### src/common/vfu_settings.svh
/*
  Build-time sizing of the vector functional unit.
  Lanes are fixed at 32 bits, and element widths of 8, 16 and 32 are supported.
  VFU_WORDS_PER_VREG must be a power of two of at least 2.
*/

`ifndef VFU_SETTINGS_SVH
`define VFU_SETTINGS_SVH

// Number of 32-bit integer lanes, one register file word spans all of them
`define VFU_N_LANES 2

// Lane width in bits
`define VFU_ELEN 32

// Vector register file geometry
`define VFU_NR_VREGS 32
`define VFU_WORDS_PER_VREG 4

`endif

### src/common/vfu_pkg.sv
/*
  Shared types of the vector functional unit.
  Widths follow the macros in vfu_settings.svh.
  Element width codes are log2 of the element size in bytes.
*/

`include "vfu_settings.svh"

package vfu_pkg;

  // Element width, encoded as log2 of the byte count
  typedef enum logic [1:0] {
    EW_8  = 2'd0,
    EW_16 = 2'd1,
    EW_32 = 2'd2
  } vew_e;

  typedef enum logic [2:0] {
    VADD = 3'd0,
    VSUB = 3'd1,
    VAND = 3'd2,
    VOR  = 3'd3,
    VXOR = 3'd4,
    VMIN = 3'd5,
    VMAX = 3'd6
  } vfu_op_e;

  typedef logic [1:0] vfu_id_t;

  typedef logic [$clog2(`VFU_NR_VREGS*`VFU_WORDS_PER_VREG)-1:0] vreg_addr_t;
  typedef logic [`VFU_N_LANES*`VFU_ELEN-1:0]                    vreg_data_t;
  typedef logic [`VFU_N_LANES*`VFU_ELEN/8-1:0]                  vreg_be_t;

  // Holds the full element count of one register at 8-bit elements
  typedef logic [$clog2(`VFU_WORDS_PER_VREG*`VFU_N_LANES*`VFU_ELEN/8):0] vlen_t;

  typedef struct packed {
    vfu_id_t                           id;
    vfu_op_e                           op;
    vew_e                              vsew;
    vlen_t                             vl;
    logic [$clog2(`VFU_NR_VREGS)-1:0]  vd;
    logic [$clog2(`VFU_NR_VREGS)-1:0]  vs1;
    logic [$clog2(`VFU_NR_VREGS)-1:0]  vs2;
    logic [31:0]                       rs1;
    logic [31:0]                       rs2;
    logic                              use_vs1;
    logic                              is_scalar;
    logic [4:0]                        rd;
  } vfu_req_t;

  // Travels with every word from issue to writeback
  typedef struct packed {
    vfu_id_t    id;
    logic [4:0] rd;
    vreg_addr_t vd_addr;
    vreg_be_t   be;
    logic       wb;
    logic       last;
  } vfu_tag_t;

  typedef struct packed {
    vfu_id_t     id;
    logic [4:0]  rd;
    logic        wb;
    logic [31:0] result;
  } vfu_rsp_t;

  typedef struct packed {
    vreg_data_t result;
    vfu_tag_t   tag;
  } lane_result_t;

endpackage

### src/common/vfu_if.sv
/*
  Word-level links inside the vector functional unit.
  Both follow valid/ready, and a raised valid holds with its payload
  until the transfer.
*/

`timescale 1ns/100ps

// Controller to lanes, one operand word per transfer
interface vfu_issue_if;
  logic                 valid;
  logic                 ready;
  vfu_pkg::vfu_op_e     op;
  vfu_pkg::vew_e        vsew;
  vfu_pkg::vreg_data_t  op1;
  vfu_pkg::vreg_data_t  op2;
  vfu_pkg::vfu_tag_t    tag;

  modport issue (output valid, op, vsew, op1, op2, tag, input ready);
  modport lane  (input valid, op, vsew, op1, op2, tag, output ready);
endinterface

// Lanes to writeback, one result word per transfer
interface vfu_result_if;
  logic                 valid;
  logic                 ready;
  vfu_pkg::vreg_data_t  result;
  vfu_pkg::vfu_tag_t    tag;

  modport source (output valid, result, tag, input ready);
  modport sink   (input valid, result, tag, output ready);
endinterface

### src/design/spill_register.sv
/*
  Two-slot elastic buffer, in order, full throughput.
  ready_o depends on internal state only, so it breaks the ready path.
  Payload slots carry no reset.
*/

`timescale 1ns/100ps

module spill_register #(
  parameter type T = logic
) (
  input  logic clk_i,
  input  logic rst_n_i,
  input  logic valid_i,
  output logic ready_o,
  input  T     data_i,
  output logic valid_o,
  input  logic ready_i,
  output T     data_o
);

  // Slot a takes new data, slot b holds the older word when the sink stalls
  logic a_full_q, b_full_q;
  T     a_data_q, b_data_q;
  logic a_fill, a_drain, b_fill, b_drain;

  assign a_fill  = valid_i && ready_o;
  assign a_drain = a_full_q && !b_full_q;
  assign b_fill  = a_drain && !ready_i;
  assign b_drain = b_full_q && ready_i;

  always_ff @(posedge clk_i or negedge rst_n_i) begin
    if (!rst_n_i) begin
      a_full_q <= 1'b0;
      b_full_q <= 1'b0;
    end else begin
      if (a_fill || a_drain) a_full_q <= a_fill;
      if (b_fill || b_drain) b_full_q <= b_fill;
    end
  end

  always_ff @(posedge clk_i) begin
    if (a_fill) a_data_q <= data_i;
    if (b_fill) b_data_q <= a_data_q;
  end

  assign ready_o = !a_full_q || !b_full_q;
  assign valid_o = a_full_q || b_full_q;
  assign data_o  = b_full_q ? b_data_q : a_data_q;

  stable_out: assert property (@(posedge clk_i) disable iff (!rst_n_i)
    valid_o && !ready_i |=> valid_o && $stable(data_o));

endmodule

### src/int_lanes/int_lanes.sv
/*
  Integer lane slices and the result buffer.
  Lanes are 32 bits wide; add and sub wrap, min and max are signed.
  Every slice works on every word, and writeback picks lane 0 for scalars.
*/

`timescale 1ns/100ps
`include "vfu_settings.svh"

module int_lanes (
  input  logic          clk_i,
  input  logic          rst_n_i,
  vfu_issue_if.lane     issue,
  vfu_result_if.source  result
);

  localparam int unsigned ELEN = `VFU_ELEN;

  typedef logic signed [ELEN-1:0] elem_t;

  vfu_pkg::vreg_data_t   lane_word;
  vfu_pkg::lane_result_t lane_in;
  vfu_pkg::lane_result_t lane_out;

  // Operands arrive sign extended, so narrow results are the low bits
  function automatic logic [ELEN-1:0] alu_op(vfu_pkg::vfu_op_e op, elem_t a, elem_t b);
    logic [ELEN-1:0] res;
    unique case (op)
      vfu_pkg::VADD: res = a + b;
      vfu_pkg::VSUB: res = a - b;
      vfu_pkg::VAND: res = a & b;
      vfu_pkg::VOR:  res = a | b;
      vfu_pkg::VXOR: res = a ^ b;
      vfu_pkg::VMIN: res = (a < b) ? a : b;
      vfu_pkg::VMAX: res = (a > b) ? a : b;
      default:       res = '0;
    endcase
    return res;
  endfunction

  ////////////////////////////////////////
  // Lane slices
  ////////////////////////////////////////

  for (genvar l = 0; l < `VFU_N_LANES; l++) begin : gen_lane
    logic [ELEN-1:0] a, b;
    logic [ELEN-1:0] res_8, res_16, res_32;

    assign a = issue.op1[l*ELEN +: ELEN];
    assign b = issue.op2[l*ELEN +: ELEN];

    always_comb begin
      for (int e = 0; e < ELEN / 8; e++) begin
        res_8[e*8 +: 8] = 8'(alu_op(issue.op, elem_t'(signed'(a[e*8 +: 8])),
                                    elem_t'(signed'(b[e*8 +: 8]))));
      end
      for (int e = 0; e < ELEN / 16; e++) begin
        res_16[e*16 +: 16] = 16'(alu_op(issue.op, elem_t'(signed'(a[e*16 +: 16])),
                                        elem_t'(signed'(b[e*16 +: 16]))));
      end
      res_32 = alu_op(issue.op, signed'(a), signed'(b));
    end

    always_comb begin
      unique case (issue.vsew)
        vfu_pkg::EW_8:  lane_word[l*ELEN +: ELEN] = res_8;
        vfu_pkg::EW_16: lane_word[l*ELEN +: ELEN] = res_16;
        default:        lane_word[l*ELEN +: ELEN] = res_32;
      endcase
    end
  end

  ////////////////////////////////////////
  // Result buffer
  ////////////////////////////////////////

  assign lane_in.result = lane_word;
  assign lane_in.tag    = issue.tag;

  spill_register #(
    .T(vfu_pkg::lane_result_t)
  ) i_result_buf (
    .clk_i  (clk_i),
    .rst_n_i(rst_n_i),
    .valid_i(issue.valid),
    .ready_o(issue.ready),
    .data_i (lane_in),
    .valid_o(result.valid),
    .ready_i(result.ready),
    .data_o (lane_out)
  );

  assign result.result = lane_out.result;
  assign result.tag    = lane_out.tag;

endmodule

### src/design/vfu_controller.sv
/*
  Walks the words of the request at the queue head and issues operand words.
  vl must be nonzero and fit in one register.
  Scalar requests issue a single word and read nothing.
*/

`timescale 1ns/100ps
`include "vfu_settings.svh"

module vfu_controller (
  input  logic                      clk_i,
  input  logic                      rst_n_i,
  input  vfu_pkg::vfu_req_t         req_i,
  input  logic                      req_valid_i,
  output logic                      req_ready_o,
  output vfu_pkg::vreg_addr_t [1:0] vrf_raddr_o,
  output logic                [1:0] vrf_re_o,
  input  vfu_pkg::vreg_data_t [1:0] vrf_rdata_i,
  input  logic                [1:0] vrf_rvalid_i,
  vfu_issue_if.issue                issue
);

  localparam int unsigned WPR     = `VFU_WORDS_PER_VREG;
  localparam int unsigned BPW     = `VFU_N_LANES * `VFU_ELEN / 8;
  localparam int unsigned BPW_LOG = $clog2(BPW);
  localparam int unsigned CNT_W   = $clog2(WPR);
  localparam int unsigned BYTES_W = $bits(vfu_pkg::vlen_t) + 2;

  logic [CNT_W-1:0]   word_cnt_q;
  logic [BYTES_W-1:0] total_bytes;
  logic [BYTES_W-1:0] last_word_idx;
  logic [BPW_LOG-1:0] tail_bytes;
  vfu_pkg::vreg_be_t  tail_be;
  logic               last_word;
  logic               operands_ready;
  logic               word_issue;

  ////////////////////////////////////////
  // Word sequencing
  ////////////////////////////////////////

  assign total_bytes   = BYTES_W'(req_i.vl) << req_i.vsew;
  assign last_word_idx = (total_bytes - 1'b1) >> BPW_LOG;
  assign tail_bytes    = total_bytes[BPW_LOG-1:0];
  // A tail of zero bytes means the last word is full
  assign tail_be       = (tail_bytes == '0) ? '1 : ~(vfu_pkg::vreg_be_t'('1) << tail_bytes);
  assign last_word     = req_i.is_scalar || (BYTES_W'(word_cnt_q) == last_word_idx);

  assign operands_ready = req_valid_i &&
                          (req_i.is_scalar ||
                           (vrf_rvalid_i[0] && (!req_i.use_vs1 || vrf_rvalid_i[1])));

  // Valid goes up only in the cycle of transfer,
  // since the register file may drop rvalid while the lanes stall
  assign word_issue  = operands_ready && issue.ready;
  assign issue.valid = word_issue;

  // Pop the request together with its last word
  assign req_ready_o = word_issue && last_word;

  always_ff @(posedge clk_i or negedge rst_n_i) begin
    if (!rst_n_i) begin
      word_cnt_q <= '0;
    end else if (word_issue) begin
      word_cnt_q <= last_word ? '0 : word_cnt_q + 1'b1;
    end
  end

  ////////////////////////////////////////
  // Register file reads
  ////////////////////////////////////////

  assign vrf_re_o[0] = req_valid_i && !req_i.is_scalar;
  assign vrf_re_o[1] = req_valid_i && !req_i.is_scalar && req_i.use_vs1;

  assign vrf_raddr_o[0] = vfu_pkg::vreg_addr_t'(req_i.vs2 * WPR + word_cnt_q);
  assign vrf_raddr_o[1] = vfu_pkg::vreg_addr_t'(req_i.vs1 * WPR + word_cnt_q);

  ////////////////////////////////////////
  // Operands and tag
  ////////////////////////////////////////

  always_comb begin
    // Scalars run at full lane width
    issue.op   = req_i.op;
    issue.vsew = req_i.is_scalar ? vfu_pkg::EW_32 : req_i.vsew;

    if (req_i.is_scalar) begin
      issue.op1 = {(BPW/4){req_i.rs1}};
      issue.op2 = {(BPW/4){req_i.rs2}};
    end else begin
      issue.op2 = vrf_rdata_i[0];
      if (req_i.use_vs1) begin
        issue.op1 = vrf_rdata_i[1];
      end else begin
        // rs1 replicated at the element width
        unique case (req_i.vsew)
          vfu_pkg::EW_8:  issue.op1 = {BPW{req_i.rs1[7:0]}};
          vfu_pkg::EW_16: issue.op1 = {(BPW/2){req_i.rs1[15:0]}};
          default:        issue.op1 = {(BPW/4){req_i.rs1}};
        endcase
      end
    end

    issue.tag.id      = req_i.id;
    issue.tag.rd      = req_i.rd;
    issue.tag.vd_addr = vfu_pkg::vreg_addr_t'(req_i.vd * WPR + word_cnt_q);
    issue.tag.be      = (last_word && !req_i.is_scalar) ? tail_be : '1;
    issue.tag.wb      = req_i.is_scalar;
    issue.tag.last    = last_word;
  end

  vl_nonzero: assert property (@(posedge clk_i) disable iff (!rst_n_i)
    req_valid_i && !req_i.is_scalar |-> req_i.vl != '0);

  vl_fits: assert property (@(posedge clk_i) disable iff (!rst_n_i)
    req_valid_i && !req_i.is_scalar |-> int'(total_bytes) <= BPW * WPR);

endmodule

### src/design/vfu_writeback.sv
/*
  Register file write port and instruction responses.
  A last vector word writes and responds in the same cycle.
  Scalar words only respond, with lane 0 as the result.
*/

`timescale 1ns/100ps

module vfu_writeback (
  input  logic                clk_i,
  input  logic                rst_n_i,
  vfu_result_if.sink          result,
  output vfu_pkg::vreg_addr_t vrf_waddr_o,
  output vfu_pkg::vreg_data_t vrf_wdata_o,
  output logic                vrf_we_o,
  output vfu_pkg::vreg_be_t   vrf_wbe_o,
  input  logic                vrf_wvalid_i,
  output vfu_pkg::vfu_rsp_t   rsp_o,
  output logic                rsp_valid_o,
  input  logic                rsp_ready_i
);

  logic is_scalar;
  logic is_last;

  assign is_scalar = result.tag.wb;
  assign is_last   = result.tag.last;

  // Last word waits for both sides so write and response leave together
  assign vrf_we_o    = result.valid && !is_scalar && (!is_last || rsp_ready_i);
  assign rsp_valid_o = result.valid && (is_scalar || (is_last && vrf_wvalid_i));

  assign result.ready = is_scalar ? rsp_ready_i
                                  : (vrf_wvalid_i && (!is_last || rsp_ready_i));

  assign vrf_waddr_o = result.tag.vd_addr;
  assign vrf_wdata_o = result.result;
  assign vrf_wbe_o   = result.tag.be;

  assign rsp_o.id     = result.tag.id;
  assign rsp_o.rd     = result.tag.rd;
  assign rsp_o.wb     = is_scalar;
  assign rsp_o.result = is_scalar ? result.result[31:0] : '0;

  // A scalar word is the whole instruction
  scalar_is_last: assert property (@(posedge clk_i) disable iff (!rst_n_i)
    result.valid && is_scalar |-> is_last);

  // Lanes keep a stalled word in place
  result_held: assert property (@(posedge clk_i) disable iff (!rst_n_i)
    result.valid && !result.ready |=> result.valid && $stable(result.tag));

endmodule

### src/design/vfu_top.sv
/*
  Integer vector functional unit.
  One response per request, in request order.
  Vector length zero is not supported.
*/

`timescale 1ns/100ps

module vfu_top (
  input  logic                      clk_i,
  input  logic                      rst_n_i,
  // Request
  input  vfu_pkg::vfu_req_t         req_i,
  input  logic                      req_valid_i,
  output logic                      req_ready_o,
  // Response
  output vfu_pkg::vfu_rsp_t         rsp_o,
  output logic                      rsp_valid_o,
  input  logic                      rsp_ready_i,
  // Register file reads, index 0 is vs2, index 1 is vs1
  output vfu_pkg::vreg_addr_t [1:0] vrf_raddr_o,
  output logic                [1:0] vrf_re_o,
  input  vfu_pkg::vreg_data_t [1:0] vrf_rdata_i,
  input  logic                [1:0] vrf_rvalid_i,
  // Register file write
  output vfu_pkg::vreg_addr_t       vrf_waddr_o,
  output vfu_pkg::vreg_data_t       vrf_wdata_o,
  output logic                      vrf_we_o,
  output vfu_pkg::vreg_be_t         vrf_wbe_o,
  input  logic                      vrf_wvalid_i
);

  vfu_pkg::vfu_req_t req_q;
  logic              req_q_valid;
  logic              req_q_ready;

  vfu_issue_if  issue_bus ();
  vfu_result_if result_bus ();

  spill_register #(
    .T(vfu_pkg::vfu_req_t)
  ) i_req_queue (
    .clk_i  (clk_i),
    .rst_n_i(rst_n_i),
    .valid_i(req_valid_i),
    .ready_o(req_ready_o),
    .data_i (req_i),
    .valid_o(req_q_valid),
    .ready_i(req_q_ready),
    .data_o (req_q)
  );

  vfu_controller i_controller (
    .clk_i       (clk_i),
    .rst_n_i     (rst_n_i),
    .req_i       (req_q),
    .req_valid_i (req_q_valid),
    .req_ready_o (req_q_ready),
    .vrf_raddr_o (vrf_raddr_o),
    .vrf_re_o    (vrf_re_o),
    .vrf_rdata_i (vrf_rdata_i),
    .vrf_rvalid_i(vrf_rvalid_i),
    .issue       (issue_bus.issue)
  );

  int_lanes i_int_lanes (
    .clk_i  (clk_i),
    .rst_n_i(rst_n_i),
    .issue  (issue_bus.lane),
    .result (result_bus.source)
  );

  vfu_writeback i_writeback (
    .clk_i       (clk_i),
    .rst_n_i     (rst_n_i),
    .result      (result_bus.sink),
    .vrf_waddr_o (vrf_waddr_o),
    .vrf_wdata_o (vrf_wdata_o),
    .vrf_we_o    (vrf_we_o),
    .vrf_wbe_o   (vrf_wbe_o),
    .vrf_wvalid_i(vrf_wvalid_i),
    .rsp_o       (rsp_o),
    .rsp_valid_o (rsp_valid_o),
    .rsp_ready_i (rsp_ready_i)
  );

endmodule

### config.mk
export PLATFORM = sky130hd
export DESIGN_NAME = vfu_top
export DESIGN_NICKNAME = d
export VERILOG_FILES = /design/src/common/vfu_pkg.sv /design/src/common/vfu_if.sv /design/src/design/spill_register.sv /design/src/int_lanes/int_lanes.sv /design/src/design/vfu_controller.sv /design/src/design/vfu_writeback.sv /design/src/design/vfu_top.sv
export VERILOG_INCLUDE_DIRS = /design/src /design/src/common
export SDC_FILE = /design/constraint.sdc
export NUM_CORES = 2
export LEC_CHECK = 0
export BUFFER_PORTS_ARGS = -buffer_cell sky130_fd_sc_hd__buf_2
export CAP_MARGIN = 25
export CORE_ASPECT_RATIO = 0.6
export CORE_MARGIN = 5
export CORE_UTILIZATION = 55
export DETAILED_ROUTE_END_ITERATION = 7
export PLACE_DENSITY_LB_ADDON = 0.05
export SLEW_MARGIN = 15
export SYNTH_ARGS = -nofsm -noshare
export SYNTH_HDL_FRONTEND = slang
export SYNTH_HIERARCHICAL = 1
export SYNTH_SLANG_ARGS = --single-unit
export TNS_END_PERCENT = 20
### constraint.sdc
create_clock -name clk_i -period 21.6 [get_ports clk_i]
set_clock_uncertainty 0.2 [all_clocks]
set_input_delay 3.24 -clock clk_i [delete_from_list [all_inputs] [get_ports clk_i]]
set_output_delay 3.24 -clock clk_i [all_outputs]
set_load 0.02 [all_outputs]
# Word-level counts from Yosys, hierarchy flattened
# Cells that the tools add are included.
# Widths: inputs -> output; s select.
[totals]
inputBits = 234
out_inout_bits = 138
latchBits = 0
ramBits = 0
word_cells = 261
romBits = 0
register_bits = 380
mem_count = 0
[op_classes]
n_reduce_logical = 48
n_eq_ne = 9
bitwise_logic = 44
div = 0
order_cmp = 28
multipliers = 0
muxes = 54
shift = 2
add_sub_neg = 33
[ops]
columns = ["cell", "count"]
rows = [
  ["$pmux 16 s7", 4],
  ["$pmux 32 s7", 2],
  ["$pmux 8 s7", 8],
  ["$mux 64", 3],
  ["$mux 32", 5],
  ["$mux 16", 8],
  ["$mux 8", 16],
  ["$pmux 32 s2", 2],
  ["$pmux 64 s2", 1],
  ["$mux 99", 1],
  ["$mux 88", 1],
  ["$add 16x16->16", 4],
  ["$add 32x32->32", 2],
  ["$add 8x8->8", 8],
  ["$and 16x16->16", 4],
  ["$and 32x32->32", 2],
  ["$and 8x8->8", 8],
  ["$gt 16x16->1", 4],
  ["$gt 32x32->1", 2],
  ["$gt 8x8->1", 8],
  ["$lt 16x16->1", 4],
  ["$lt 32x32->1", 2],
  ["$lt 8x8->1", 8],
  ["$or 16x16->16", 4],
  ["28 further kinds", 107],
]

# Longest topological paths before layout
[depth]
word_depth = 11
mapped_depth = 26
mapped_depth_nobuf = 20

# By module
# The synthesis kept the hierarchy.
[by_module_without_submodules]
columns = ["mod", "n_inst", "area_per_inst_um2", "seq_area_each_um2", "cells_each"]
rows = [
  ["int_lanes", 1, 18714.2, 0.0, 2880],
  ["spill_register (i_req_queue)", 1, 7422.1, 5995.8, 317],
  ["spill_register (i_int_lanes.i_result_buf)", 1, 6458.7, 5335.1, 282],
  ["vfu_controller", 1, 2672.6, 50.0, 505],
  ["vfu_writeback", 1, 920.9, 0.0, 128],
]

# Worst setup path before layout
# OpenSTA, ideal clock, no wires.
[synth_path]
path_type = "input to register"
from = "input port vrf_rvalid_i[1]"
to = "register i_req_queue/b_data_q[0] (netlist bit) (enable)"
path_buffers = 0
setup_time_ps = 699
arrival_time_ps = 10969
stages = 4
setup_slack_ps = 9732
cell_sequence = "o21a_1 -> o211ai_1 -> a21oi_1 -> nor3b_1"
[synth_between]
elab_chain_len = 8
[synth_rtl]
columns = ["element", "line_no", "rtl"]
rows = [
  ["start: declaration", "vfu_top.sv:24", "input logic [1:0] vrf_rvalid_i,"],
  ["$logic_or 1x1->1", "vfu_controller.sv:51", "(vrf_rvalid_i[0] && (!req_i.use_vs1 || vrf_rvalid_i[1])));"],
  ["$logic_and 1x1->1", "vfu_controller.sv:51", ""],
  ["$logic_or 1x1->1", "vfu_controller.sv:50", "(req_i.is_scalar ||"],
  ["$logic_and 1x1->1", "vfu_controller.sv:49", "assign operands_ready = req_valid_i &&"],
  ["$logic_and 1x1->1", "vfu_controller.sv:55", "assign word_issue = operands_ready && issue.ready;"],
  ["$logic_and 1x1->1", "vfu_controller.sv:59", "assign req_ready_o = word_issue && last_word;"],
  ["net req_q_ready", "vfu_top.sv:35", "logic req_q_ready;"],
  ["$logic_not 1->1", "spill_register.sv:29", "assign b_fill = a_drain && !ready_i;"],
  ["$logic_and 1x1->1", "spill_register.sv:29", ""],
  ["net i_req_queue.b_fill", "spill_register.sv:25", "logic a_fill, a_drain, b_fill, b_drain;"],
  ["end signal: assignment", "spill_register.sv:44", "if (b_fill) b_data_q <= a_data_q;"],
  ["end: declaration", "spill_register.sv:24", "T a_data_q, b_data_q;"],
]
# The timed path passes the listed nets, and every way through them passes these cells.
# A chain may end at the register's enable or synchronous reset.

==> flow_metrics.env <==
export IMPL_grt_pass1_vias=31600
export IMPL_yosysTopAreaCell="edfxtp_1"
export IMPL_ys_flop_type="edfxtp_1"
export IMPL_synth_cell_area_um2=36200
export IMPL_clock_path_buffers=3
export IMPL_ant_nets=0
export IMPL_syn_num_nets=4562
export IMPL_synth_cell_types=111
export IMPL_hpwl_mm=109
export IMPL_synth_cells=4112
export IMPL_drtIter0Drc=6257
export IMPL_synth_top_area_frac=0.310
export IMPL_initial_core_util=0.559
export IMPL_rows=72
export IMPL_ys_top_cells_by_count="edfxtp_1 (374), a21oi_1 (317), nor2_1 (303), nand2_1 (302), inv_1 (289)"
export IMPL_clk_pin_slew_ps=70
export IMPL_worstSkewPairLatency_ps=600
export IMPL_drc_errors=6
export IMPL_ys_ff_latch=380
export IMPL_drive_above_1_share=0.195
export IMPL_drt_wirelength_per_cell_um=28.9
export IMPL_r2r_start="i_req_queue/b_full_q"
export IMPL_die_h_um=209
export IMPL_worst_hold_path_type="reg2reg"
export IMPL_cts_resized=0
export IMPL_post_route_min_period_ps=8430
export IMPL_fmaxAchievable_ghz=0.119
export IMPL_cp_arrival_ps=8570
export IMPL_post_cts_buffers=0
export IMPL_gp_congestion=1.08
export IMPL_worstSetupPathType="in2reg"
export IMPL_slew_headroom=0.213
export IMPL_setup_viol=0
export IMPL_core_area_um2=64800
export IMPL_max_slew_worst_pin_slew_ps=1180
export IMPL_failed_checks="design-rule violations"
export IMPL_worstHoldEndpoint="i_int_lanes/i_result_buf/b_data_q[31]"
export IMPL_min_delay_start="i_int_lanes/i_result_buf/a_data_q[31]"
export IMPL_path_max_fanout=17
export IMPL_areaGrowthSynthToFinish_pct=8.16
export IMPL_async_reset_ff_frac=0.0158
export IMPL_cts_root_buf="clkbuf_16"
export IMPL_worstPathRequired_ps=21740
export IMPL_synth_edf_count=374
export IMPL_synth_most_common_cell="edfxtp_1"
export IMPL_grt_setup_unrepaired="no"
export IMPL_portBuffers=371
export IMPL_seq_area_frac_synth=0.314
export IMPL_numClockSinks=380
export IMPL_finalMaxSlewViolations=0
export IMPL_wl_mm=147
export IMPL_reg2reg_to="i_int_lanes/i_result_buf/a_data_q[77]"
export IMPL_viasPerCell=6.92
export IMPL_die_area_um2=71200
export IMPL_fin_tns_setup_ps=0
export IMPL_cts_buffers=39
export IMPL_drtPass1Iterations=8
export IMPL_r2r_cells=21
export IMPL_status="complete, but fails checks"
export IMPL_holdPathStages=0
export IMPL_ctsHoldBuffers=0
export IMPL_ys_top_cells_by_area="edfxtp_1 (31%), ha_1 (6.9%), mux2_2 (4.5%)"
export IMPL_globalRouteOverflowTotal=0
export IMPL_nets=4675
export IMPL_fin_crit_sh=0.390
export IMPL_cp_end_kind="flop"
export IMPL_grt_util_all_layers=0.394
export IMPL_r2r_slack_ps=13210
export IMPL_cts_tree="yes"
export IMPL_io_pins=372
export IMPL_startpoint_type="input pin"
export IMPL_grt_max_degree=79
export IMPL_htreeDepth=2
export IMPL_drv_cap=0
export IMPL_hold_viol_final=0
export IMPL_grt_first_pass_wirelength_mm=214
export IMPL_syn_avg_cell_area_um2=8.80
export IMPL_antenna_found_initial=9
export IMPL_yosysWarnings=6
export IMPL_routed_via_count=35400
export IMPL_die_x_um=341
-- cells by family (layout without fill, tap and decap cells) --
family | count (synthesis) | in the layout | synth area share
simple gates | 985 | 985 | 0.128
compound gates | 1439 | 1439 | 0.273
flops | 380 | 380 | 0.314
fa+ha+maj | 216 | 216 | 0.0780
other cells | 1 | 7 | 0.000104
mux | 294 | 294 | 0.0928
buf+inv | 702 | 845 | 0.0908
xor+xnor | 95 | 95 | 0.0230
-- placed cells by master, fill, tap and decap left out, drive strengths merged, types with 80 or more instances in the layout --
cell type / count
a21oi: 325
a22oi: 110
buf: 477
edfxtp: 374
ha: 200
inv: 294
mux2: 190
mux2i: 103
nand2: 303
nor2: 303
o21ai: 310
o221ai: 82
xnor2: 80
-- sequential cells by signal, summed over array words and instances, names as in the netlist, 2 cells and up --
| register | flops |
|---|---|
| i_int_lanes/i_result_buf/b_data_q | 88 |
| i_int_lanes/i_result_buf/a_data_q | 88 |
| i_req_queue/a_data_q | 99 |
| i_req_queue/b_data_q | 99 |
| i_controller/word_cnt_q | 2 |
-- layout make-up --
type	instances	area (um^2)
Clock buffer	50	1060
Tap cell	851	1060
Multi-Input combinational cell	3030	21600
Antenna cell	6	15.0
Clock inverter	21	198
Inverter	294	1100
Timing Repair Buffer	480	2680
Fill cell	5830	25600
Sequential cell	380	11400
-- per-stage QoR --
step | std cells | worst slack (ps) | area (um^2) | util | hold WS, ps
detailed placement | 5020 | 12730 | 37800 | 0.583 | 232
finish | 5112 | 13170 | 39100 | 0.604 | 224
CTS | 5091 | 13370 | 39000 | 0.602 | 238
global route | 5112 | 12860 | 39100 | 0.604 | 254
floorplan | 4112 | 9730 | 36200 | - | 222
global placement | 5017 | 12390 | 37700 | 0.582 | 224
-- metal layers --
layer / track usage / part of all wire
met3: 0.181 / 0.17
met1: 0.582 / 0.42
met2: 0.512 / 0.37
met4: 0.106 / 0.035
met5: 0 / 0.000088
-- worst max-delay path, stage by stage --
cell	delay (ps)
buf_2	80
inv_1	40
o21ai_0	810
inv_1	160
ha_1	600
nor4_1	850
and2_1	280
o31ai_1	140
a31oi_1	450
buf_4	270
nand2_1	320
a22o_1	550
a221oi_1	330
nor2_1	70
nor4_1	280
a21oi_1	70
-- worst max-delay path by stage --
stage | start | cells past startpoint | end | slack, ps
floorplan | vrf_rvalid_i[1] | 4 | i_req_queue/b_data_q[0] | 9730
global placement | vrf_rdata_i[117] | 15 | i_int_lanes/i_result_buf/a_data_q[77] | 12390
detailed placement | vrf_rdata_i[87] | 16 | i_int_lanes/i_result_buf/a_data_q[55] | 12730
CTS | vrf_rdata_i[87] | 16 | i_int_lanes/i_result_buf/a_data_q[55] | 13370
global route | i_req_queue/b_full_q | 21 | i_int_lanes/i_result_buf/a_data_q[77] | 12860
finish | vrf_rdata_i[56] | 16 | i_int_lanes/i_result_buf/a_data_q[77] | 13170
Power is left out: the tool's default activity adds up to more than one toggle a clock period on the data nets, which glitch-free logic cannot reach.
